[src/verilog/gpu_pkg.sv]
package gpu_pkg;

  // four lanes execute every broadcast instruction in lockstep
  localparam int LANES = 4;
  localparam int WORD_W = 16;
  typedef logic [WORD_W-1:0] word_t;

  // one memory row holds a single word for each lane
  localparam int MEM_ROWS = 64;
  localparam int ROW_AW = $clog2(MEM_ROWS);
  typedef logic [ROW_AW-1:0] row_t;
  // lane l owns bits [l*WORD_W +: WORD_W] of a row
  typedef logic [LANES-1:0][WORD_W-1:0] lane_row_t;

  // per-lane register file
  localparam int NUM_REGS = 32;
  typedef logic [$clog2(NUM_REGS)-1:0] reg_idx_t;

  // instruction store written by the host before a run
  localparam int IMEM_DEPTH = 32;
  localparam int PC_W = $clog2(IMEM_DEPTH);
  typedef logic [PC_W-1:0] pc_t;
  typedef logic [31:0] instr_t;

  // instruction fields, opcode on top and the immediate in the low bits
  localparam int OPC_MSB = 31;
  localparam int OPC_LSB = 26;
  localparam int DST_MSB = 25;
  localparam int DST_LSB = 21;
  localparam int SRC0_MSB = 20;
  localparam int SRC0_LSB = 16;
  localparam int SRC1_MSB = 15;
  localparam int SRC1_LSB = 11;
  localparam int IMMD_MSB = 10;
  localparam int IMMD_LSB = 0;
  localparam int IMMD_W = IMMD_MSB - IMMD_LSB + 1;

  typedef enum logic [5:0] {
    OP_NOP    = 6'd0,
    OP_ADD    = 6'd1,
    OP_SUB    = 6'd2,
    OP_AND    = 6'd3,
    OP_XOR    = 6'd4,
    OP_ADDI   = 6'd5,
    OP_LOAD   = 6'd6,
    OP_STORE  = 6'd7,
    OP_MATADD = 6'd8
  } opcode_t;

endpackage
[src/verilog/mem_arbiter.sv]
module mem_arbiter (
  input  logic                       clk,
  input  logic                       rst_n,
  input  logic                       eng_req,
  input  gpu_pkg::row_t              eng_rd_addr_a,
  input  gpu_pkg::row_t              eng_rd_addr_b,
  input  logic [gpu_pkg::LANES-1:0]  eng_wr_en,
  input  gpu_pkg::row_t              eng_wr_addr,
  input  gpu_pkg::lane_row_t         eng_wr_data,
  input  logic                       lane_exec,
  input  gpu_pkg::row_t              lane_rd_addr,
  input  logic [gpu_pkg::LANES-1:0]  lane_wr_en,
  input  gpu_pkg::row_t              lane_wr_addr,
  input  gpu_pkg::lane_row_t         lane_wr_data,
  input  logic                       host_we,
  input  logic                       host_re,
  input  gpu_pkg::row_t              host_addr,
  input  gpu_pkg::lane_row_t         host_wdata,
  output logic                       host_ready,
  output gpu_pkg::lane_row_t         host_rdata,
  output logic                       host_rvalid,
  output gpu_pkg::row_t              mem_rd_addr_a,
  output gpu_pkg::row_t              mem_rd_addr_b,
  input  gpu_pkg::lane_row_t         mem_rd_data_a,
  output logic [gpu_pkg::LANES-1:0]  mem_wr_en,
  output gpu_pkg::row_t              mem_wr_addr,
  output gpu_pkg::lane_row_t         mem_wr_data
);
  import gpu_pkg::*;

  logic lane_req;

  // an executing lane op may read or write, so it holds the port for that cycle
  assign lane_req = lane_exec || (|lane_wr_en);
  // the host is served only in cycles nobody else wants
  assign host_ready = !eng_req && !lane_req;

  always_comb begin
    mem_rd_addr_a = host_addr;
    mem_rd_addr_b = '0;
    mem_wr_en = '0;
    mem_wr_addr = host_addr;
    mem_wr_data = host_wdata;
    if (eng_req) begin
      mem_rd_addr_a = eng_rd_addr_a;
      mem_rd_addr_b = eng_rd_addr_b;
      mem_wr_en = eng_wr_en;
      mem_wr_addr = eng_wr_addr;
      mem_wr_data = eng_wr_data;
    end else if (lane_req) begin
      mem_rd_addr_a = lane_rd_addr;
      mem_wr_en = lane_wr_en;
      mem_wr_addr = lane_wr_addr;
      mem_wr_data = lane_wr_data;
    end else if (host_we) begin
      mem_wr_en = {LANES{1'b1}};
    end
  end

  // read data of port A is shared, rvalid marks the cycle it belongs to the host
  assign host_rdata = mem_rd_data_a;

  always_ff @(posedge clk or negedge rst_n) begin
    if (!rst_n) begin
      host_rvalid <= 1'b0;
    end else begin
      host_rvalid <= host_re && host_ready;
    end
  end

endmodule

[config.mk]
export PLATFORM = sky130hd
export DESIGN_NAME = mem_arbiter
export DESIGN_NICKNAME = d
export VERILOG_FILES = /design/src/verilog/gpu_pkg.sv /design/src/verilog/mem_arbiter.sv
export SDC_FILE = /design/constraint.sdc
export NUM_CORES = 1
export LEC_CHECK = 0
export BUFFER_PORTS_ARGS = -buffer_cell sky130_fd_sc_hd__buf_2
export CORE_AREA = 2 2 180 182
export CTS_BUF_LIST = sky130_fd_sc_hd__clkbuf_8
export DETAILED_ROUTE_END_ITERATION = 8
export DIE_AREA = 0 0 182 184
export GPL_ROUTABILITY_DRIVEN = 0
export PLACE_DENSITY_LB_ADDON = 0.2
export SYNTH_ARGS = -nofsm -noshare
export SYNTH_HDL_FRONTEND = slang
export SYNTH_SLANG_ARGS = --single-unit
[constraint.sdc]
create_clock -name clk -period 1.2 [get_ports clk]
set_input_delay 0.18 -clock clk [delete_from_list [all_inputs] [get_ports clk]]
set_output_delay 0.18 -clock clk [all_outputs]
set_load 0.02 [all_outputs]
==> results.toml <==
[synth]
synth.area.top_cells = "nor2b_1 (18%), buf_4 (18%), a31oi_1 (17%)"
synthMuxAreaShare_pct = 0.756
synthAdderAreaFrac_pct = 0
synth.ff_latch_count = 1
synth_nets = 742
ys_seq_area_share_pct = 0.945
synth_top_area_share_pct = 18.4
synth_top_cell_by_area = "nor2b_1"
syn_area_per_cell_um2 = 6.07
synth_top_family_by_area = "compound AO/OA/AOI/OAI gates"
syn_inst = 436
yosys_warnings = 0
synthDistinctLibCells = 21
synth_xor_area_share_pct = 0
synth_area_um2 = 2650
synthSimpleGateAreaFrac_pct = 22.9
synth_compound_area_share_pct = 46.6

[die]
core_area_um2 = 31400
start_util_pct = 8.43
die_area_um2 = 33500
rows = 65
fp.dieW_um = 182
ioPinCount = 458
die_h_um = 184

[final_layout]
layout-drive-gt1-share_pct = 76.9
top_register = "host_rvalid"
stdcell_count = 1126
antenna_cells = 0
layout_commonest_cell = "buf_2"
fin_nets = 1032
area_delta_synth_final_pct = 117
largest_reg_flops = 1
biggestRegsByFlops = "host_rvalid x1"
layout_common_cells = "buf_2 (293), nor2b_1 (78), a21oi_2 (75)"

[route]
vias = 4288
drtIter0Drc = 71
wl_mm = 17.1
viasPerCell = 3.81
drc = 0
ant_nets = 0
dr.pass1.iters = 4
wl_per_cell_um = 15.2

[critical_path]
cp.arrival_ps = 1430
worstSetupPathType = "in2out"
end_kind = "output port"
crit_fanout = 38
worstPathBufferInverterCount = 3
cp_cell_sequence = "buf_8 -> or3_4 -> buf_12 -> o21ai_1 -> a21oi_2 -> buf_4"
required_ps = 1020
crit_slowest_cell = "or3_4"
crit_family = "buffers and inverters"
max_stage_delay_ps = 430
crit_path_start_kind = "input port"

[sta]
period_share_pct = 135
worst_slack_ps = -415
worst_pin_slew_ps = 367
max_freq_mhz = 619
timing.hold.ws_ps = 360
setup_viol = 82
maxSlewViolCount = 0
hold_violations = 0
max_slew_margin_pct = 75.5
min_period_ps = 1610
grt_setup_unrepaired = "yes"

[worst_hold_path]
hp-class = "in2out"

[pwr]
p_per_area_nw_per_um2 = 399
irDropWorstVdd_mv = 0.130
p_leak_uw = 0.00245

[grt]
grt_start_max_net_pins = 39
grt_overflow = 0
grt_pass1_vias = 4219
track_usage_pct = 8.75
grt_pass1_wl_mm = 23.1
antenna_found_initial = 1

[run_status]
status = "complete, but fails checks"
failed_checks = "setup timing"

[placed_design]
dp_worst_setup_slack_ps = -449
hpwl_mm = 13.6
placedCellCount = 1120
port_buffers = 329

[flow_run]
drv_cap = 0
[cell usage after synthesis (all sizes together)]
cell type	count
dfrtp	1
nand3	1
a21oi	78
nand2	2
nor3	1
nor2b	78
nor2	4
clkbuf	24
and2	6
o21ai	76
or2	1
buf	88
or3	1
a31oi	70
mux2i	2
nor3b	1
o31ai	2
[repair_timing]
item                                   4_1_cts  5_1_grt
cloned                                       2        1
hold buffers                                 1        0
buffers inserted                             1        1
pin swaps                                    5       11
setup endpoints to repair                   88       84
resized for setup                           37      103
endpoints found under the hold margin        1        0
[routing by layer]
metal / routed length (µm) / global-route usage (%) / part of all wire (%) / vias to the layer above
met3: 1120 / 1.17 / 6.5 / 48
met5: 13 / 0 / 0.076 / -
met1: 6300 / 9.30 / 37 / 1926
met4: 626 / 2.94 / 3.7 / 2
li1: - / - / - / 2102
met2: 9000 / 17.5 / 53 / 210
[final timing paths]
kind / from / depth (start not counted) / slack [ps] / to
worst max-delay path: lane_exec / 6 / -410 / mem_wr_data[30]
worst min-delay path: mem_rd_data_a[25] / 0 / 360 / host_rdata[25]
max in group asynchronous: rst_n / 2 / 610 / host_rvalid$_DFF_PN0_
min in group asynchronous: rst_n / 2 / 510 / host_rvalid$_DFF_PN0_
[layout make-up]
class                      instances  area, µm²
fill                            3630      25600
timing repair buffer             400       2620
multi-input combinational        323       2600
tap                              402        503
sequential                         1       25.0
[power breakdown]
part           switching [µW]  total (µW)  internal, µW  leakage, µW
logic                    1200        2260          1060      0.00243
registers              0.0339        34.6          34.5    0.0000139
clock network               0           0             0            0
total                    1200        2290          1090      0.00245
[per-stage QoR]
step / instance area, µm² / TNS (ps) / utilization [%] / power, µW
final: 5750 / -29460 / 18.3 / 2290
after global routing: 5750 / -32860 / 18.3 / 2460
after CTS: 5310 / -30790 / 16.9 / 2130
after detailed placement: 5100 / -32210 / 16.2 / 2040
after global placement: 5100 / -32740 / 16.2 / 2050
after floorplan: 3060 / -9050 / - / 1390
[cell families after synthesis]
kind of cell	count (synthesis)
flip-flops	1
AND/OR/NAND/NOR	95
multiplexers	2
AO/OA/AOI/OAI	226
buffers and inverters	112
(Power assumes the default switching activity.)
