### src/verilog/gpu_pkg.sv
package gpu_pkg;

  // four lanes execute every broadcast instruction in lockstep
  localparam int LANES = 4;
  localparam int WORD_W = 16;
  typedef logic [WORD_W-1:0] word_t;

  // one memory row holds a single word for each lane
  localparam int MEM_ROWS = 64;
  localparam int ROW_AW = $clog2(MEM_ROWS);
  typedef logic [ROW_AW-1:0] row_t;
  // lane l owns bits [l*WORD_W +: WORD_W] of a row
  typedef logic [LANES-1:0][WORD_W-1:0] lane_row_t;

  // per-lane register file
  localparam int NUM_REGS = 32;
  typedef logic [$clog2(NUM_REGS)-1:0] reg_idx_t;

  // instruction store written by the host before a run
  localparam int IMEM_DEPTH = 32;
  localparam int PC_W = $clog2(IMEM_DEPTH);
  typedef logic [PC_W-1:0] pc_t;
  typedef logic [31:0] instr_t;

  // instruction fields, opcode on top and the immediate in the low bits
  localparam int OPC_MSB = 31;
  localparam int OPC_LSB = 26;
  localparam int DST_MSB = 25;
  localparam int DST_LSB = 21;
  localparam int SRC0_MSB = 20;
  localparam int SRC0_LSB = 16;
  localparam int SRC1_MSB = 15;
  localparam int SRC1_LSB = 11;
  localparam int IMMD_MSB = 10;
  localparam int IMMD_LSB = 0;
  localparam int IMMD_W = IMMD_MSB - IMMD_LSB + 1;

  typedef enum logic [5:0] {
    OP_NOP    = 6'd0,
    OP_ADD    = 6'd1,
    OP_SUB    = 6'd2,
    OP_AND    = 6'd3,
    OP_XOR    = 6'd4,
    OP_ADDI   = 6'd5,
    OP_LOAD   = 6'd6,
    OP_STORE  = 6'd7,
    OP_MATADD = 6'd8
  } opcode_t;

endpackage
### src/verilog/lane_array.sv
module lane_array (
  input  logic                          clk,
  input  logic                          rst_n,
  input  logic                          exec,
  input  logic                          commit,
  input  gpu_pkg::opcode_t              opcode,
  input  gpu_pkg::reg_idx_t             dst,
  input  gpu_pkg::reg_idx_t             src0,
  input  gpu_pkg::reg_idx_t             src1,
  input  logic [gpu_pkg::IMMD_W-1:0]    immd,
  output gpu_pkg::word_t                lane0_src0,
  output gpu_pkg::word_t                lane0_src1,
  output gpu_pkg::word_t                lane0_dst,
  output gpu_pkg::row_t                 rd_addr,
  input  gpu_pkg::lane_row_t            rd_data,
  output logic [gpu_pkg::LANES-1:0]     wr_en,
  output gpu_pkg::row_t                 wr_addr,
  output gpu_pkg::lane_row_t            wr_data
);
  import gpu_pkg::*;

  lane_row_t src0_vals;
  lane_row_t src1_vals;
  lane_row_t dst_vals;
  word_t immd_ext;
  logic reg_we;

  // ADDI takes the immediate without sign extension
  assign immd_ext = {{(WORD_W - IMMD_W){1'b0}}, immd};

  // only ops that produce a value touch the register file
  always_comb begin
    case (opcode)
      OP_ADD, OP_SUB, OP_AND, OP_XOR, OP_ADDI, OP_LOAD: reg_we = commit;
      default: reg_we = 1'b0;
    endcase
  end

  // LOAD and STORE both address row immd, every lane gets its own word
  assign rd_addr = immd[ROW_AW-1:0];
  assign wr_addr = immd[ROW_AW-1:0];
  assign wr_en = {LANES{exec && (opcode == OP_STORE)}};
  assign wr_data = src0_vals;

  // the matrix launch reads its bases from lane 0
  assign lane0_src0 = src0_vals[0];
  assign lane0_src1 = src1_vals[0];
  assign lane0_dst = dst_vals[0];

  for (genvar l = 0; l < LANES; l++) begin : g_lane
    word_t rf [NUM_REGS];
    word_t op_a;
    word_t op_b;
    word_t result;

    assign op_a = rf[src0];
    assign op_b = rf[src1];
    assign src0_vals[l] = op_a;
    assign src1_vals[l] = op_b;
    assign dst_vals[l] = rf[dst];

    // evaluated in COMMIT, when the read data of a LOAD has returned
    always_comb begin
      case (opcode)
        OP_ADD: result = op_a + op_b;
        OP_SUB: result = op_a - op_b;
        OP_AND: result = op_a & op_b;
        OP_XOR: result = op_a ^ op_b;
        OP_ADDI: result = op_a + immd_ext;
        OP_LOAD: result = rd_data[l];
        default: result = op_a;
      endcase
    end

    // registers start at zero so a program may read one it never wrote
    always_ff @(posedge clk or negedge rst_n) begin
      if (!rst_n) begin
        for (int r = 0; r < NUM_REGS; r++) begin
          rf[r] <= '0;
        end
      end else if (reg_we) begin
        rf[dst] <= result;
      end
    end
  end

endmodule

### config.mk
export PLATFORM = sky130hd
export DESIGN_NAME = lane_array
export DESIGN_NICKNAME = d
export VERILOG_FILES = /design/src/verilog/gpu_pkg.sv /design/src/verilog/lane_array.sv
export SDC_FILE = /design/constraint.sdc
export NUM_CORES = 2
export LEC_CHECK = 0
export BUFFER_PORTS_ARGS = -buffer_cell sky130_fd_sc_hd__clkbuf_2
export CAP_MARGIN = 20
export CORE_ASPECT_RATIO = 0.6
export CORE_UTILIZATION = 40
export CTS_CLUSTER_SIZE = 16
export DETAILED_ROUTE_END_ITERATION = 7
export GPL_ROUTABILITY_DRIVEN = 0
export PLACE_DENSITY_LB_ADDON = 0.05
export RECOVER_POWER = 25
export SLEW_MARGIN = 20
export SYNTH_ARGS = -nofsm -noshare
export SYNTH_HDL_FRONTEND = slang
export SYNTH_SLANG_ARGS = --single-unit
### constraint.sdc
create_clock -name clk -period 6.9 [get_ports clk]
set_input_delay 1.38 -clock clk [delete_from_list [all_inputs] [get_ports clk]]
set_output_delay 1.38 -clock clk [all_outputs]
set_load 0.05 [all_outputs]
==> flow_summary.toml <==
[sta]
finalMaxSlewViolations = 886
fin_crit_sh = 0.967
rsz0062_at_grt = "false"
skew_ns = 0.0467
finalSetupViolCount = 0
maxClockFrequency_mhz = 150
min_period_ns = 6.67
hold_viol_final = 0
fin_tns_setup_ns = 0
timing.final.ws_setup_ns = 0.230
maxSlewHeadroom = -1.55
worst_slew_pin_slew_ns = 3.83

[routing]
wire_per_inst_um = 36.2
drc = 0
routed_wl_um = 541000
initialDrtViolationCount = 12357
via_count = 96029
via_per_inst = 6.43
first_pass_iters = 6
ant_nets = 0

[clocking]
root_buffer = "clkbuf_16"
insertion_delay_ns = 0.94
cts_made_buffers = 216
cts_hold_buffers = 0
htreeDepth = 4
cts_resized = 0
ctsLongestPathBuffers = 4
cts.sinks = 2048
cts_setup_buffers = 0
cts_tree = "yes"
clk_pin_slew_ns = 0.06

[logic_synthesis]
postSynthAreaPerCell_um2 = 11.1
ys_top_cells_by_area = "dfrtp_1 44%, mux4_2 22%, nand2_1 7.4%"
synth_nets = 10784
syn_area_um2 = 117000
yosys.area.top_type = "dfrtp_1"
yosysSeqAreaShare = 0.437
synth-main-ff-cell = "dfrtp_1"
synth_edf_count = 0
async_reset_ff_frac = 1.00
synth_top_area_frac = 0.437
yosys_warnings = 0
netlist_instances = 10548
ys_types = 100
ys_seq_elements = 2048

[power]
p_leak_nw = 60.0
power.total_mw = 28.2
peakVddDrop_mv = 0.216
pwr_density_cell_nw_per_um2 = 207

[finish]
syn2layout_area_growth_pct = 16.2
drive_above_1_share = 0.289
regMostFlops = "g_lane.rf"
final_cell_mix = "2271 x nand2_1, 2048 x dfrtp_1, 1629 x o21ai_0"
final_nets = 11129
final_common_cell = "nand2_1"
finish.cell_count_without_fillers = 14946
reg.largest.list = "g_lane.rf: 2048 flops"
largest_reg_flops = 2048
finalCoreUtilization = 0.469
fillers = 26464

[placement]
dp_slack_ns = -0.732
dp_cells = 14548
io_buffer_count = 227
dpl.hpwl_um = 361000

[global_routing]
antenna_found_initial = 32
grt_pass1_wl_um = 760000
grt_pass1_vias = 92586
track_usage = 0.363
grt_max_degree = 177
grt-ovfl-total = 0

[min_path]
hold_class = "flop to flop"
worstHoldStart = "g_lane[2].rf[30]"
hold_end = "g_lane[2].rf[30]"
hold_path_depth = 2

[die]
io_pins = 228
die_w_um = 701
rows = 153
initial_core_util = 0.404
die-area_um2 = 296000
die_height_um = 422
core-area_um2 = 291000

[status]
violations = "max-capacitance violations, max-slew violations"
status = "finished with violations"

[worst_setup_path]
crit_path_max_fanout = 32
r2r_end = "g_lane[2].rf[415]"
cp.arrival_ns = 7.50
criticalPathCategory = "primary input to flop"
crit_required_ns = 7.73
r2r_slack_ns = 0.89
r2r_start = "g_lane[2].rf[384]"
r2r_cells = 23
critPathCaptureType = "flop"
startpoint_type = "primary input"

[run]
max_cap_violations = 13
## final cells by class
type,instances,area (µm²),area share
clock buffers,293,6130,0.0449
repair buffers,1184,10400,0.0762
diodes,8,20.0,0.000147
multi-input cells,7386,62100,0.455
clock inverters,95,1410,0.0103
flip-flops and latches,2048,51200,0.376
well taps,3875,4850,0.0356
inverters,57,219,0.00161
## worst max-delay path, stage by stage
cell	delay [ns]
buf_8	0.23
buf_12	0.24
buf_12	0.29
mux4_2	0.54
mux2i_1	0.33
a211oi_1	0.30
nor4_4	0.63
nand4_1	0.18
xnor2_1	0.17
o211ai_1	0.23
buf_4	0.15
ha_1	0.25
a221o_1	0.39
a21o_1	0.19
a21o_1	0.20
a31o_2	0.30
a311oi_1	0.31
buf_4	0.19
o211ai_1	0.15
o311ai_4	0.19
buf_12	0.23
mux2_2	0.22
## power breakdown
group          leakage (nW)  internal [mW]  switching [mW]
Clock                  3.71           7.48            5.46
Sequential             28.6           12.1          0.0998
Combinational          27.7           1.09            1.97
Total                  60.0           20.7            7.53
## cell usage after synthesis (all sizes together), types with 74 or more instances
cell,n
mux2i,376
buf,303
mux2,324
o21ai,1634
dfrtp,2048
a21oi,284
nor2,316
ha,132
nand3,74
clkbuf,754
nand2,2306
a22oi,153
mux4,1152
## per-layer routing
metal / vias up / wire length (µm) / global-route usage
met5: - / 288 / 0.00210
met4: 24 / 25100 / 0.139
met3: 967 / 65500 / 0.122
met2: 5694 / 216000 / 0.487
met1: 50013 / 234000 / 0.540
li1: 39331 / - / -
## worst max-delay path by stage
stage / startpoint / to / cells past startpoint
floorplan: src0[0] / g_lane[1].rf[508] / 21
global placement: src1[0] / g_lane[1].rf[206] / 24
detailed placement: src1[0] / g_lane[1].rf[238] / 22
CTS: src1[0] / g_lane[1].rf[238] / 22
global route: src1[0] / g_lane[3].rf[334] / 25
finish: src1[0] / g_lane[1].rf[238] / 22
## per-stage QoR
step,instance area (µm²),hold WS [ns]
floorplan,118000,0.456
global placement,129000,0.473
detailed placement,129000,0.485
CTS,136000,0.463
global route,136000,0.521
finish,136000,0.497
## logic make-up (layout without fill, tap and decap cells)
logic type,count (synthesis),count (layout),synth area share
flip-flops,2048,2048,0.437
buffers and inverters,1114,1629,0.0431
adder cells (fa/ha/maj),136,136,0.0148
AND/OR/NAND/NOR,2932,2932,0.101
AO/OA/AOI/OAI,2384,2384,0.114
XOR/XNOR,82,82,0.00612
other,0,8,0
multiplexers,1852,1852,0.285
No activity file was read; power rests on OpenSTA's default activity.
