File: src/verilog/gpu_pkg.sv
package gpu_pkg;

  // four lanes execute every broadcast instruction in lockstep
  localparam int LANES = 4;
  localparam int WORD_W = 16;
  typedef logic [WORD_W-1:0] word_t;

  // one memory row holds a single word for each lane
  localparam int MEM_ROWS = 64;
  localparam int ROW_AW = $clog2(MEM_ROWS);
  typedef logic [ROW_AW-1:0] row_t;
  // lane l owns bits [l*WORD_W +: WORD_W] of a row
  typedef logic [LANES-1:0][WORD_W-1:0] lane_row_t;

  // per-lane register file
  localparam int NUM_REGS = 32;
  typedef logic [$clog2(NUM_REGS)-1:0] reg_idx_t;

  // instruction store written by the host before a run
  localparam int IMEM_DEPTH = 32;
  localparam int PC_W = $clog2(IMEM_DEPTH);
  typedef logic [PC_W-1:0] pc_t;
  typedef logic [31:0] instr_t;

  // instruction fields, opcode on top and the immediate in the low bits
  localparam int OPC_MSB = 31;
  localparam int OPC_LSB = 26;
  localparam int DST_MSB = 25;
  localparam int DST_LSB = 21;
  localparam int SRC0_MSB = 20;
  localparam int SRC0_LSB = 16;
  localparam int SRC1_MSB = 15;
  localparam int SRC1_LSB = 11;
  localparam int IMMD_MSB = 10;
  localparam int IMMD_LSB = 0;
  localparam int IMMD_W = IMMD_MSB - IMMD_LSB + 1;

  typedef enum logic [5:0] {
    OP_NOP    = 6'd0,
    OP_ADD    = 6'd1,
    OP_SUB    = 6'd2,
    OP_AND    = 6'd3,
    OP_XOR    = 6'd4,
    OP_ADDI   = 6'd5,
    OP_LOAD   = 6'd6,
    OP_STORE  = 6'd7,
    OP_MATADD = 6'd8
  } opcode_t;

endpackage
File: src/verilog/gpu_sequencer.sv
module gpu_sequencer (
  input  logic                       clk,
  input  logic                       rst_n,
  input  logic                       imem_we,
  input  gpu_pkg::pc_t               imem_addr,
  input  gpu_pkg::instr_t            imem_wdata,
  input  logic                       start,
  input  logic [gpu_pkg::PC_W:0]     instr_count,
  output logic                       busy,
  output logic                       done,
  output logic                       exec,
  output logic                       commit,
  output gpu_pkg::opcode_t           opcode,
  output gpu_pkg::reg_idx_t          dst,
  output gpu_pkg::reg_idx_t          src0,
  output gpu_pkg::reg_idx_t          src1,
  output logic [gpu_pkg::IMMD_W-1:0] immd,
  input  gpu_pkg::word_t             lane0_src0,
  input  gpu_pkg::word_t             lane0_src1,
  input  gpu_pkg::word_t             lane0_dst,
  output logic                       mat_start,
  output gpu_pkg::row_t              base_a,
  output gpu_pkg::row_t              base_b,
  output gpu_pkg::row_t              base_c,
  output logic [gpu_pkg::ROW_AW:0]   length,
  input  logic                       mat_done
);
  import gpu_pkg::*;

  typedef enum logic [2:0] {S_IDLE, S_FETCH, S_EXEC, S_COMMIT, S_MAT_WAIT} state_t;

  instr_t imem [IMEM_DEPTH];
  state_t state;
  pc_t pc;
  instr_t instr_q;
  logic [PC_W:0] count_q;
  logic [PC_W:0] pc_next;
  logic last_instr;
  logic is_matadd;

  // the host may load the store at any time, the core only reads it in FETCH
  always_ff @(posedge clk) begin
    if (imem_we) begin
      imem[imem_addr] <= imem_wdata;
    end
    if (state == S_FETCH) begin
      instr_q <= imem[pc];
    end
  end

  // fields stay stable from EXEC until the next FETCH
  assign opcode = opcode_t'(instr_q[OPC_MSB:OPC_LSB]);
  assign dst = instr_q[DST_MSB:DST_LSB];
  assign src0 = instr_q[SRC0_MSB:SRC0_LSB];
  assign src1 = instr_q[SRC1_MSB:SRC1_LSB];
  assign immd = instr_q[IMMD_MSB:IMMD_LSB];

  assign is_matadd = (opcode == OP_MATADD);
  assign pc_next = {1'b0, pc} + 1'b1;
  // true when the instruction in flight is the final one of the run
  assign last_instr = (pc_next == count_q);

  assign exec = (state == S_EXEC) && !is_matadd;
  assign commit = (state == S_COMMIT);
  assign mat_start = (state == S_EXEC) && is_matadd;

  // lane 0 supplies the matrix bases, only the row bits are kept
  assign base_a = lane0_src0[ROW_AW-1:0];
  assign base_b = lane0_src1[ROW_AW-1:0];
  assign base_c = lane0_dst[ROW_AW-1:0];
  assign length = immd[ROW_AW:0];

  always_ff @(posedge clk or negedge rst_n) begin
    if (!rst_n) begin
      state <= S_IDLE;
      pc <= '0;
      count_q <= '0;
      busy <= 1'b0;
      done <= 1'b0;
    end else begin
      done <= 1'b0;
      case (state)
        S_IDLE: begin
          if (start) begin
            pc <= '0;
            count_q <= instr_count;
            // an empty program finishes straight away
            if (instr_count == '0) begin
              done <= 1'b1;
            end else begin
              busy <= 1'b1;
              state <= S_FETCH;
            end
          end
        end
        S_FETCH: state <= S_EXEC;
        S_EXEC: state <= is_matadd ? S_MAT_WAIT : S_COMMIT;
        S_COMMIT, S_MAT_WAIT: begin
          // scalar ops retire here unconditionally, MATADD waits for the engine
          if (state == S_COMMIT || mat_done) begin
            pc <= pc + 1'b1;
            if (last_instr) begin
              busy <= 1'b0;
              done <= 1'b1;
              state <= S_IDLE;
            end else begin
              state <= S_FETCH;
            end
          end
        end
        default: state <= S_IDLE;
      endcase
    end
  end

endmodule

File: config.mk
export PLATFORM = sky130hd
export DESIGN_NAME = gpu_sequencer
export DESIGN_NICKNAME = d
export VERILOG_FILES = /design/src/verilog/gpu_pkg.sv /design/src/verilog/gpu_sequencer.sv
export SDC_FILE = /design/constraint.sdc
export NUM_CORES = 1
export LEC_CHECK = 0
export BUFFER_PORTS_ARGS = -buffer_cell sky130_fd_sc_hd__buf_2
export CORE_MARGIN = 5
export CORE_UTILIZATION = 61
export CTS_BUF_LIST = sky130_fd_sc_hd__clkbuf_4 sky130_fd_sc_hd__clkbuf_8
export CTS_CLUSTER_DIAMETER = 80
export DETAILED_ROUTE_END_ITERATION = 7
export HOLD_SLACK_MARGIN = 0.06
export PLACE_DENSITY = 0.76
export SLEW_MARGIN = 0
export SYNTH_ARGS = -nofsm -noshare
export SYNTH_HDL_FRONTEND = slang
export SYNTH_SLANG_ARGS = --single-unit
File: constraint.sdc
create_clock -name clk -period 5.34 [get_ports clk]
set_input_delay 0 -clock clk [delete_from_list [all_inputs] [get_ports clk]]
set_output_delay 0 -clock clk [all_outputs]
set_load 0.05 [all_outputs]
==> flow_summary.ini, run 1 <==
[cells_and_area]
final-seq-area_sq_mm = 0.03213
n_fill_cell = 3807
area_delta_synth_final_pct = 13.45
fin_nets = 2044
fraction_of_layout_instances_using_a_drive_strength_above_1_pct = 37.86
multiInputGateArea_sq_mm = 0.008518
finalNonFillerCells = 2930

[critical_path]
crit_path_top_delay_cell = sky130_fd_sc_hd__dfrtp_2
sort_of_element_at_the_end_of_the_critical_path = register
worstPathArrival_ns = 3.93
critical_path.startpoint_type = register
cpLargestDelayFamily = buffers and inverters
worst_path_required_time_ns = 6.06
critical_path.max_stage_delay_ns = 0.60
maximum_fanout_along_the_worst_path = 27
reg2reg_setup_slack_ns = 2.13
timing.setup.critical_path_class = register to register
cp_num_buf_inv = 2
chain_of_cells_forming_the_critical_path = buf_4 > nand3_1 > or4b_1 > a21oi_1 > o21ai_1 > o22ai_1 > dlygate4sd3_1

[floorplanning]
effective_utilization_at_floorplan_pct = 61.26
io-pin-count = 158
placement_rows = 95
die_x_microns = 269.3
core_area_sq_mm = 0.06692
chipHeight_microns = 269.3
design.die.area_sq_mm = 0.07250

[power_and_ir_drop]
power_density_mw_per_mm2 = 451.2
total_leakage_power_nw = 14.49
power.net_switching_w = 0.005829
internal-power_w = 0.01516
fraction_of_power_consumed_by_combinational_cells_pct = 22.9
power.ir.vdd_worst_mv = 0.5330
pwr-share-seq_pct = 47.4
power_frac_clock_pct = 29.8
netSwitchingFraction_pct = 27.77

[clocking]
clock_latency_ns = 0.79
clock-sinks = 1072
clk_path_buf_depth = 3
clock_tree.root_cell = sky130_fd_sc_hd__clkbuf_8
cts.repair_timing.setup_buffer_count = 0
cts_clk_pin_slew_worst_paths_ns = 0.07
postCtsResizedCells = 0
post_cts_hold_buffer_count = 84
cts-buffers-inserted = 162
htree_num_levels = 4
tritoncts = built

[grt]
grt_pass1_vias = 20220
grt_remaining_overflow = 0
grt.total_usage_pct = 25.66
grt_max_degree = 64
grt_first_pass_wirelength_microns = 134300
initial_antenna_violation_count = 4

[synthesis]
synth.lib_cells_used.distinct = 42
synth_seq_cells = 1072
synth.yosys.warnings = 0
post_synth_top_flop = sky130_fd_sc_hd__edfxtp_1
mapped_cells = 1667
mappedNetlistNets = 1764
netlist_area_sq_mm = 0.04100
async_flop_share_pct = 1.493
seq_area_frac_synth_pct = 78.32
synth_enable_flop_cells = 1056
postSynthAreaPerCell_sq_um = 24.59

[sta]
final_hold_violation_count = 0
grt_setup_unrepaired = false
number_of_pins_with_negative_max_slew_slack_in_the_final_report = 0
maxClockFrequency_mhz = 311.8
fin_skew_ns = 0.02887
setup-tns-final_ns = 0
final_min_period_over_clock_period_pct = 60.07
worstMarginPinSlew_ns = 1.239
slew-limit-headroom_pct = 17.20
final_period_minus_worst_setup_slack_ns = 3.208
setup_viol_count_final = 0

[routing]
routed_via_density = 6.531
detailroute.via_count = 19140
post-route-drc-count = 0
dr.first_iter.drc_count = 2120
firstDrtPassIters = 5
route.detailed.wl_per_inst_microns = 31.09
routed_wirelength_microns = 91090
drt.antenna.violating_nets = 0

[placed_design]
globalplace.congestion = 0.8019
place.port_buffers = 91
post-place-cells = 2572
hpwl_microns = 47410

[run]
max_cap_viol_count = 0

[worst_hold_path]
hold_class = input pin to register

[run_status]
status = complete, no violations
## cell families after synthesis
| kind of cell | after synthesis | synth area share, % |
|---|---|---|
| AOI/OAI and AO/OA | 22 | 0.3571 |
| adders and majority gates | 1 | 0.03051 |
| xor gates and xnor gates | 5 | 0.1068 |
| DFF | 1072 | 78.32 |
| and+or+nand+nor | 101 | 1.175 |
| muxes | 354 | 18.51 |
| buffers and inverters | 112 | 1.498 |
## final timing paths
path,start,endpoint,depth (start not counted)
setup / recovery,pc[2]$_DFFE_PN0P_,done$_DFF_PN0_,7
setup reg to reg,pc[2]$_DFFE_PN0P_,done$_DFF_PN0_,7
max in group asynchronous,rst_n,pc[0]$_DFFE_PN0P_,3
min in group asynchronous,rst_n,count_q[0]$_DFFE_PN0P_,3
hold reg to reg,busy$_DFFE_PN0P_,busy$_DFFE_PN0P_,2
hold / removal,imem_addr[0],imem[28][11]$_DFFE_PP_,3
## layout by cell type (no fill, tap or decap), drive strengths merged, types with 4 or more instances in the layout
cell	synthesis	layout
buf	68	141
nor2	42	42
clkbuf	41	210
edfxtp	1056	1056
mux4	320	320
a21oi	4	4
mux2	33	33
nand2	25	25
nand3b	7	7
o21ai	4	4
inv	3	11
clkinv	0	50
nand3	9	9
dfrtp	16	16
dlygate4sd3	0	84
## power groups by stage
stage          sequential [W]  clock (W)  combinational (W)
2_1_floorplan          0.0103          0            0.00337
3_3_place_gp           0.0101          0            0.00467
5_1_grt               0.00997    0.00679            0.00510
3_5_place_dp           0.0101          0            0.00471
4_1_cts               0.00994    0.00635            0.00485
6_report              0.00994    0.00625            0.00480
## synth_stat cells (3+ instances only)
cell type | instances | area, sq um
sky130_fd_sc_hd__dfrtp_1 | 16 | 400.4
sky130_fd_sc_hd__or3b_2 | 3 | 26.28
sky130_fd_sc_hd__buf_2 | 8 | 40.04
sky130_fd_sc_hd__buf_1 | 13 | 48.80
sky130_fd_sc_hd__nor3b_1 | 3 | 22.52
sky130_fd_sc_hd__buf_4 | 45 | 337.8
sky130_fd_sc_hd__inv_1 | 3 | 11.26
sky130_fd_sc_hd__clkbuf_1 | 41 | 153.9
sky130_fd_sc_hd__mux2_2 | 33 | 371.6
sky130_fd_sc_hd__nand2_1 | 25 | 93.84
sky130_fd_sc_hd__a31oi_1 | 3 | 18.77
sky130_fd_sc_hd__nand3_1 | 9 | 45.04
sky130_fd_sc_hd__nand3b_1 | 7 | 52.55
sky130_fd_sc_hd__edfxtp_1 | 1056 | 31710
sky130_fd_sc_hd__a21oi_1 | 4 | 20.02
sky130_fd_sc_hd__xor2_1 | 3 | 26.28
sky130_fd_sc_hd__mux4_2 | 320 | 7207
sky130_fd_sc_hd__o21ai_0 | 3 | 15.01
sky130_fd_sc_hd__nor2_1 | 42 | 157.7
## tightest hold or removal path: stages
cell and delay [ns]:
sky130_fd_sc_hd__buf_2 0.12, sky130_fd_sc_hd__or3b_2 0.44, sky130_fd_sc_hd__nor2_4 0.19
## registers in the layout, summed over array words and instances, names as in the netlist
register,cells
imem,1024
instr_q,32
count_q,6
pc,5
state,3
busy,1
done,1
## through the flow
step                      cell area [sq um]  power, W  worst slack, ns  hold slack (ns)  utilization, %
after floorplan                       41000   0.01369            1.867          -0.2956               -
after global placement                42690   0.01477            2.220         -0.07751           63.80
after detailed placement              42690   0.01482            2.236         -0.06820           63.80
after CTS                             46510   0.02115            2.134          0.06079           69.50
after global routing                  46510   0.02186            1.946           0.1159           69.51
final                                 46510   0.02099            2.132           0.1515           69.51
## final cells by class
| class | instances | area share (%) |
|---|---|---|
| clock buffers | 210 | 5.595 |
| repair buffers | 225 | 3.836 |
| multi-input cells | 483 | 18.31 |
| flip-flops and latches | 1072 | 69.07 |
| inverters | 3 | 0.02421 |
| well taps | 873 | 2.348 |
| diodes | 2 | 0.01076 |
| clock inverters | 62 | 0.8016 |
## per-layer routing
metal / routed length, microns / share of wire, % / track usage [%]
met1: 33510 / 37 / 35.51
met2: 46120 / 51 / 41.47
met3: 9305 / 10 / 6.606
met4: 2140 / 2.3 / 7.980
met5: 13 / 0.014 / 0
Note: power is estimated with default switching activity, not from simulation.
==> run 2, diff against run 1 <==
--- a/config.mk
+++ b/config.mk
@@ -5,14 +5,15 @@
 export SDC_FILE = /design/constraint.sdc
 export NUM_CORES = 1
 export LEC_CHECK = 0
+export ABC_AREA = 1
 export BUFFER_PORTS_ARGS = -buffer_cell sky130_fd_sc_hd__buf_2
 export CORE_MARGIN = 5
-export CORE_UTILIZATION = 61
+export CORE_UTILIZATION = 58
 export CTS_BUF_LIST = sky130_fd_sc_hd__clkbuf_4 sky130_fd_sc_hd__clkbuf_8
 export CTS_CLUSTER_DIAMETER = 80
 export DETAILED_ROUTE_END_ITERATION = 7
 export HOLD_SLACK_MARGIN = 0.06
-export PLACE_DENSITY = 0.76
+export PLACE_DENSITY = 0.75
 export SLEW_MARGIN = 0
 export SYNTH_ARGS = -nofsm -noshare
 export SYNTH_HDL_FRONTEND = slang
==> constraint.sdc (replaced) <==
create_clock -name clk -period 2.89 [get_ports clk]
set_input_delay 0 -clock clk [delete_from_list [all_inputs] [get_ports clk]]
set_output_delay 0 -clock clk [all_outputs]
set_load 0.05 [all_outputs]
==> run 2 against run 1 <==
Net effect: clock-buffer cell count increased by 28; sequential share of layout area is 3.6 points lower; combinational power grew to 2.9 times the previous value; design area is 5.5% higher; hold slack improved by 0.043 ns; sequential power rose by 84%; die area rose by 10%; first-iteration DRC count grew 74%; core utilization decreased by 3.2 points; wire length grew 22%; setup slack got worse by 1.9 ns; clock power up 95%.
==> flow_summary.ini, run 2 <==
[power_and_ir_drop]
power_density_mw_per_mm2 = 901.8
total_leakage_power_nw = 17.84
power.ir.vdd_worst_mv = 0.7636

[cells_and_area]
largest_register_ff_count = 1024
final_core_util_pct = 66.28
most_common_library_cell_in_the_layout_ignoring_fill_and_taps = sky130_fd_sc_hd__nand2_1
largest_reg_by_ff_count = imem
fraction_of_layout_instances_using_a_drive_strength_above_1_pct = 12.83
fin_nets = 3854
n_fill_cell = 5134
area_delta_synth_final_pct = 14.00
most-common-layout-cells = sky130_fd_sc_hd__nand2_1, sky130_fd_sc_hd__edfxtp_1, sky130_fd_sc_hd__nand3_1
final_design_area_no_fill_sq_mm = 0.04909
biggestRegsByFlops = imem: 1024 flops, instr_q: 32 flops, count_q: 6 flops

[synthesis]
postSynthAreaPerCell_sq_um = 12.12
synth_seq_cells = 1072
post_synth_top_flop = sky130_fd_sc_hd__edfxtp_1
async_flop_share_pct = 1.493
most_frequent_cell_after_synthesis = sky130_fd_sc_hd__nand2_1
synth_enable_flop_cells = 1056
seq_area_frac_synth_pct = 74.57
yosysTopAreaCell = sky130_fd_sc_hd__edfxtp_1
mappedNetlistNets = 3650
netlist_area_sq_mm = 0.04306
synth.lib_cells_used.distinct = 29
synth.top_cells.by_count = sky130_fd_sc_hd__nand2_1, sky130_fd_sc_hd__edfxtp_1, sky130_fd_sc_hd__nor2_1
synthTopCellsByArea = sky130_fd_sc_hd__edfxtp_1, sky130_fd_sc_hd__nand2_1, sky130_fd_sc_hd__nand3_1, sky130_fd_sc_hd__a21oi_1, sky130_fd_sc_hd__nor2_1
synth.yosys.warnings = 0
post-synth-top-area-fraction_pct = 73.64
mapped_cells = 3553

[sta]
maxClockFrequency_mhz = 369.5
worstMarginPinSlew_ns = 0.8861
setup_viol_count_final = 0
setup-tns-final_ns = 0
slew-limit-headroom_pct = 40.93
fin_skew_ns = 0.02841
number_of_pins_with_negative_max_slew_slack_in_the_final_report = 0
final_period_minus_worst_setup_slack_ns = 2.707
final_min_period_over_clock_period_pct = 93.65
final_hold_violation_count = 0
grt_setup_unrepaired = false

[run]
max_cap_viol_count = 0

[critical_path]
timing.setup.critical_path_class = register to register
worstPathArrival_ns = 3.36
worst_path_required_time_ns = 3.55
critical_path.max_stage_delay_ns = 0.58
regToRegEndpoint = count_q[2]$_DFFE_PN0P_
cp_num_buf_inv = 2
maximum_fanout_along_the_worst_path = 14
reg2reg_setup_slack_ns = 0.18
critical_path.startpoint_type = register
chain_of_cells_forming_the_critical_path = or2_2 > nor2_1 > nand2_2 > nor2_1 > dlygate4sd3_1 > a21oi_1 > dlygate4sd3_1
sort_of_element_at_the_end_of_the_critical_path = register
cpLargestDelayFamily = buffers and inverters
ff_to_ff_start = state[2]$_DFFE_PN0P_
crit_path_top_delay_cell = sky130_fd_sc_hd__dlygate4sd3_1
reg2regPathDepth = 7

[floorplanning]
placement_rows = 100
core_area_sq_mm = 0.07407
design.die.area_sq_mm = 0.07980
chipHeight_microns = 282.5
die_x_microns = 282.5
io-pin-count = 158
effective_utilization_at_floorplan_pct = 58.14

[grt]
grt_remaining_overflow = 0
groute.layer.met3.usage_pct = 4.556
grt_most_used_layer = met2
gr-usage-met1_pct = 36.43
global_route.usage.met2_pct = 46.43
grt_pass1_vias = 27560
grt_max_degree = 125
grt.total_usage_pct = 27.71
grt_first_pass_wirelength_microns = 165400
initial_antenna_violation_count = 5

[run_status]
status = complete, no violations

[placed_design]
place.port_buffers = 91
globalplace.congestion = 0.7942
hpwl_microns = 57760
place_area_sq_mm = 0.04506

[clocking]
clock_latency_ns = 0.80
cts-buffers-inserted = 166
cts_clk_pin_slew_worst_paths_ns = 0.06
htree_num_levels = 4
tritoncts = built
clock-sinks = 1072
clock_tree.root_cell = sky130_fd_sc_hd__clkbuf_8
cts.repair_timing.setup_buffer_count = 0
clk_path_buf_depth = 3

[worst_hold_path]
min_to = state[0]$_DFFE_PN0P_
hold_path.startpoint = start
worst_hold_path_cell_count = 5
hold_class = input pin to register

[routing]
post-route-drc-count = 0
route.detailed.wl_per_inst_microns = 22.81
routed_wirelength_microns = 110900
detailroute.via_count = 28540
firstDrtPassIters = 5
dr.first_iter.drc_count = 3680
routed_via_density = 5.870
drt.antenna.violating_nets = 0
-- run 2: cell count changes in the layout (fill, tap and decap cells not counted), sizes merged, moves of 133 or more --
cell | previous run | this run
mux4 | 320 | 0
o21ai | 4 | 137
nand2 | 25 | 1091
a21oi | 4 | 260
nand3 | 9 | 276
nor2 | 42 | 300
-- run 2: how the worst max path moves through the flow --
stage	startpoint	end	depth (start not counted)
finish	state[2]$_DFFE_PN0P_	count_q[2]$_DFFE_PN0P_	7
global route	state[2]$_DFFE_PN0P_	count_q[2]$_DFFE_PN0P_	7
CTS	state[2]$_DFFE_PN0P_	count_q[2]$_DFFE_PN0P_	7
detailed placement	pc[0]$_DFFE_PN0P_	instr_q[27]$_DFFE_PN_	10
global placement	pc[0]$_DFFE_PN0P_	instr_q[27]$_DFFE_PN_	10
floorplan	state[2]$_DFFE_PN0P_	instr_q[0]$_DFFE_PN_	2
-- run 2: area by class of cell --
cell class | count | area [sq um] | share of cell area, %
repair buffers | 281 | 2505 | 5.102
clock buffers | 238 | 2844 | 5.793
inverters | 25 | 121.4 | 0.2472
multi-input cells | 2211 | 9935 | 20.24
well taps | 969 | 1212 | 2.470
flip-flops and latches | 1072 | 32130 | 65.44
diodes | 2 | 5.005 | 0.01019
clock inverters | 63 | 342.8 | 0.6983
-- run 2: worst register-to-register path, stage by stage, from the launching register on --
cell and delay, ns:
sky130_fd_sc_hd__dfrtp_1 0.43, sky130_fd_sc_hd__or2_2 0.34, sky130_fd_sc_hd__nor2_1 0.22, sky130_fd_sc_hd__nand2_2 0.22, sky130_fd_sc_hd__nor2_1 0.16, sky130_fd_sc_hd__dlygate4sd3_1 0.58, sky130_fd_sc_hd__a21oi_1 0.05, sky130_fd_sc_hd__dlygate4sd3_1 0.57
-- run 2: logic make-up (layout without fill, tap and decap cells) --
logic type,Yosys count,in the layout,share of synthesized area [%]
xor gates and xnor gates,1,1,0.02034
buffers and inverters,270,607,2.946
other,0,2,0
and+or+nand+nor,1678,1678,15.49
adders and majority gates,1,1,0.02905
DFF,1072,1072,74.57
muxes,1,1,0.02615
AOI/OAI and AO/OA,530,530,6.921
-- run 2: timing repair --
item | 4_1_cts | 5_1_grt
resized for setup | 0 | 1
endpoints found under the hold margin | 1184 | 0
hold buffers | 84 | 0
setup endpoints to repair | 0 | 1
-- run 2: power by group --
group	internal [W]	total (W)	switching, W
Combinational	0.00390	0.0138	0.00990
Clock	0.00650	0.0122	0.00568
Sequential	0.0179	0.0183	0.000436
-- run 2: metal layers --
layer	vias to the layer above	share of wire, %
li1	13000	-
met2	1493	50
met3	301	8.8
met4	2	4.2
met5	-	0.0063
met1	13740	37
-- run 2: through the flow --
stage / hold slack (ns) / instances / setup slack, ns / power (W)
3_3_place_gp: -0.06708 / 4474 / 0.4774 / 0.03176
6_report: 0.1943 / 4861 / 0.1834 / 0.04427
2_1_floorplan: -0.2956 / 3553 / 0.4047 / 0.02782
5_1_grt: 0.1715 / 4860 / 0.05354 / 0.04646
4_1_cts: 0.1194 / 4859 / 0.1375 / 0.04424
3_5_place_dp: -0.06166 / 4474 / 0.4811 / 0.03199
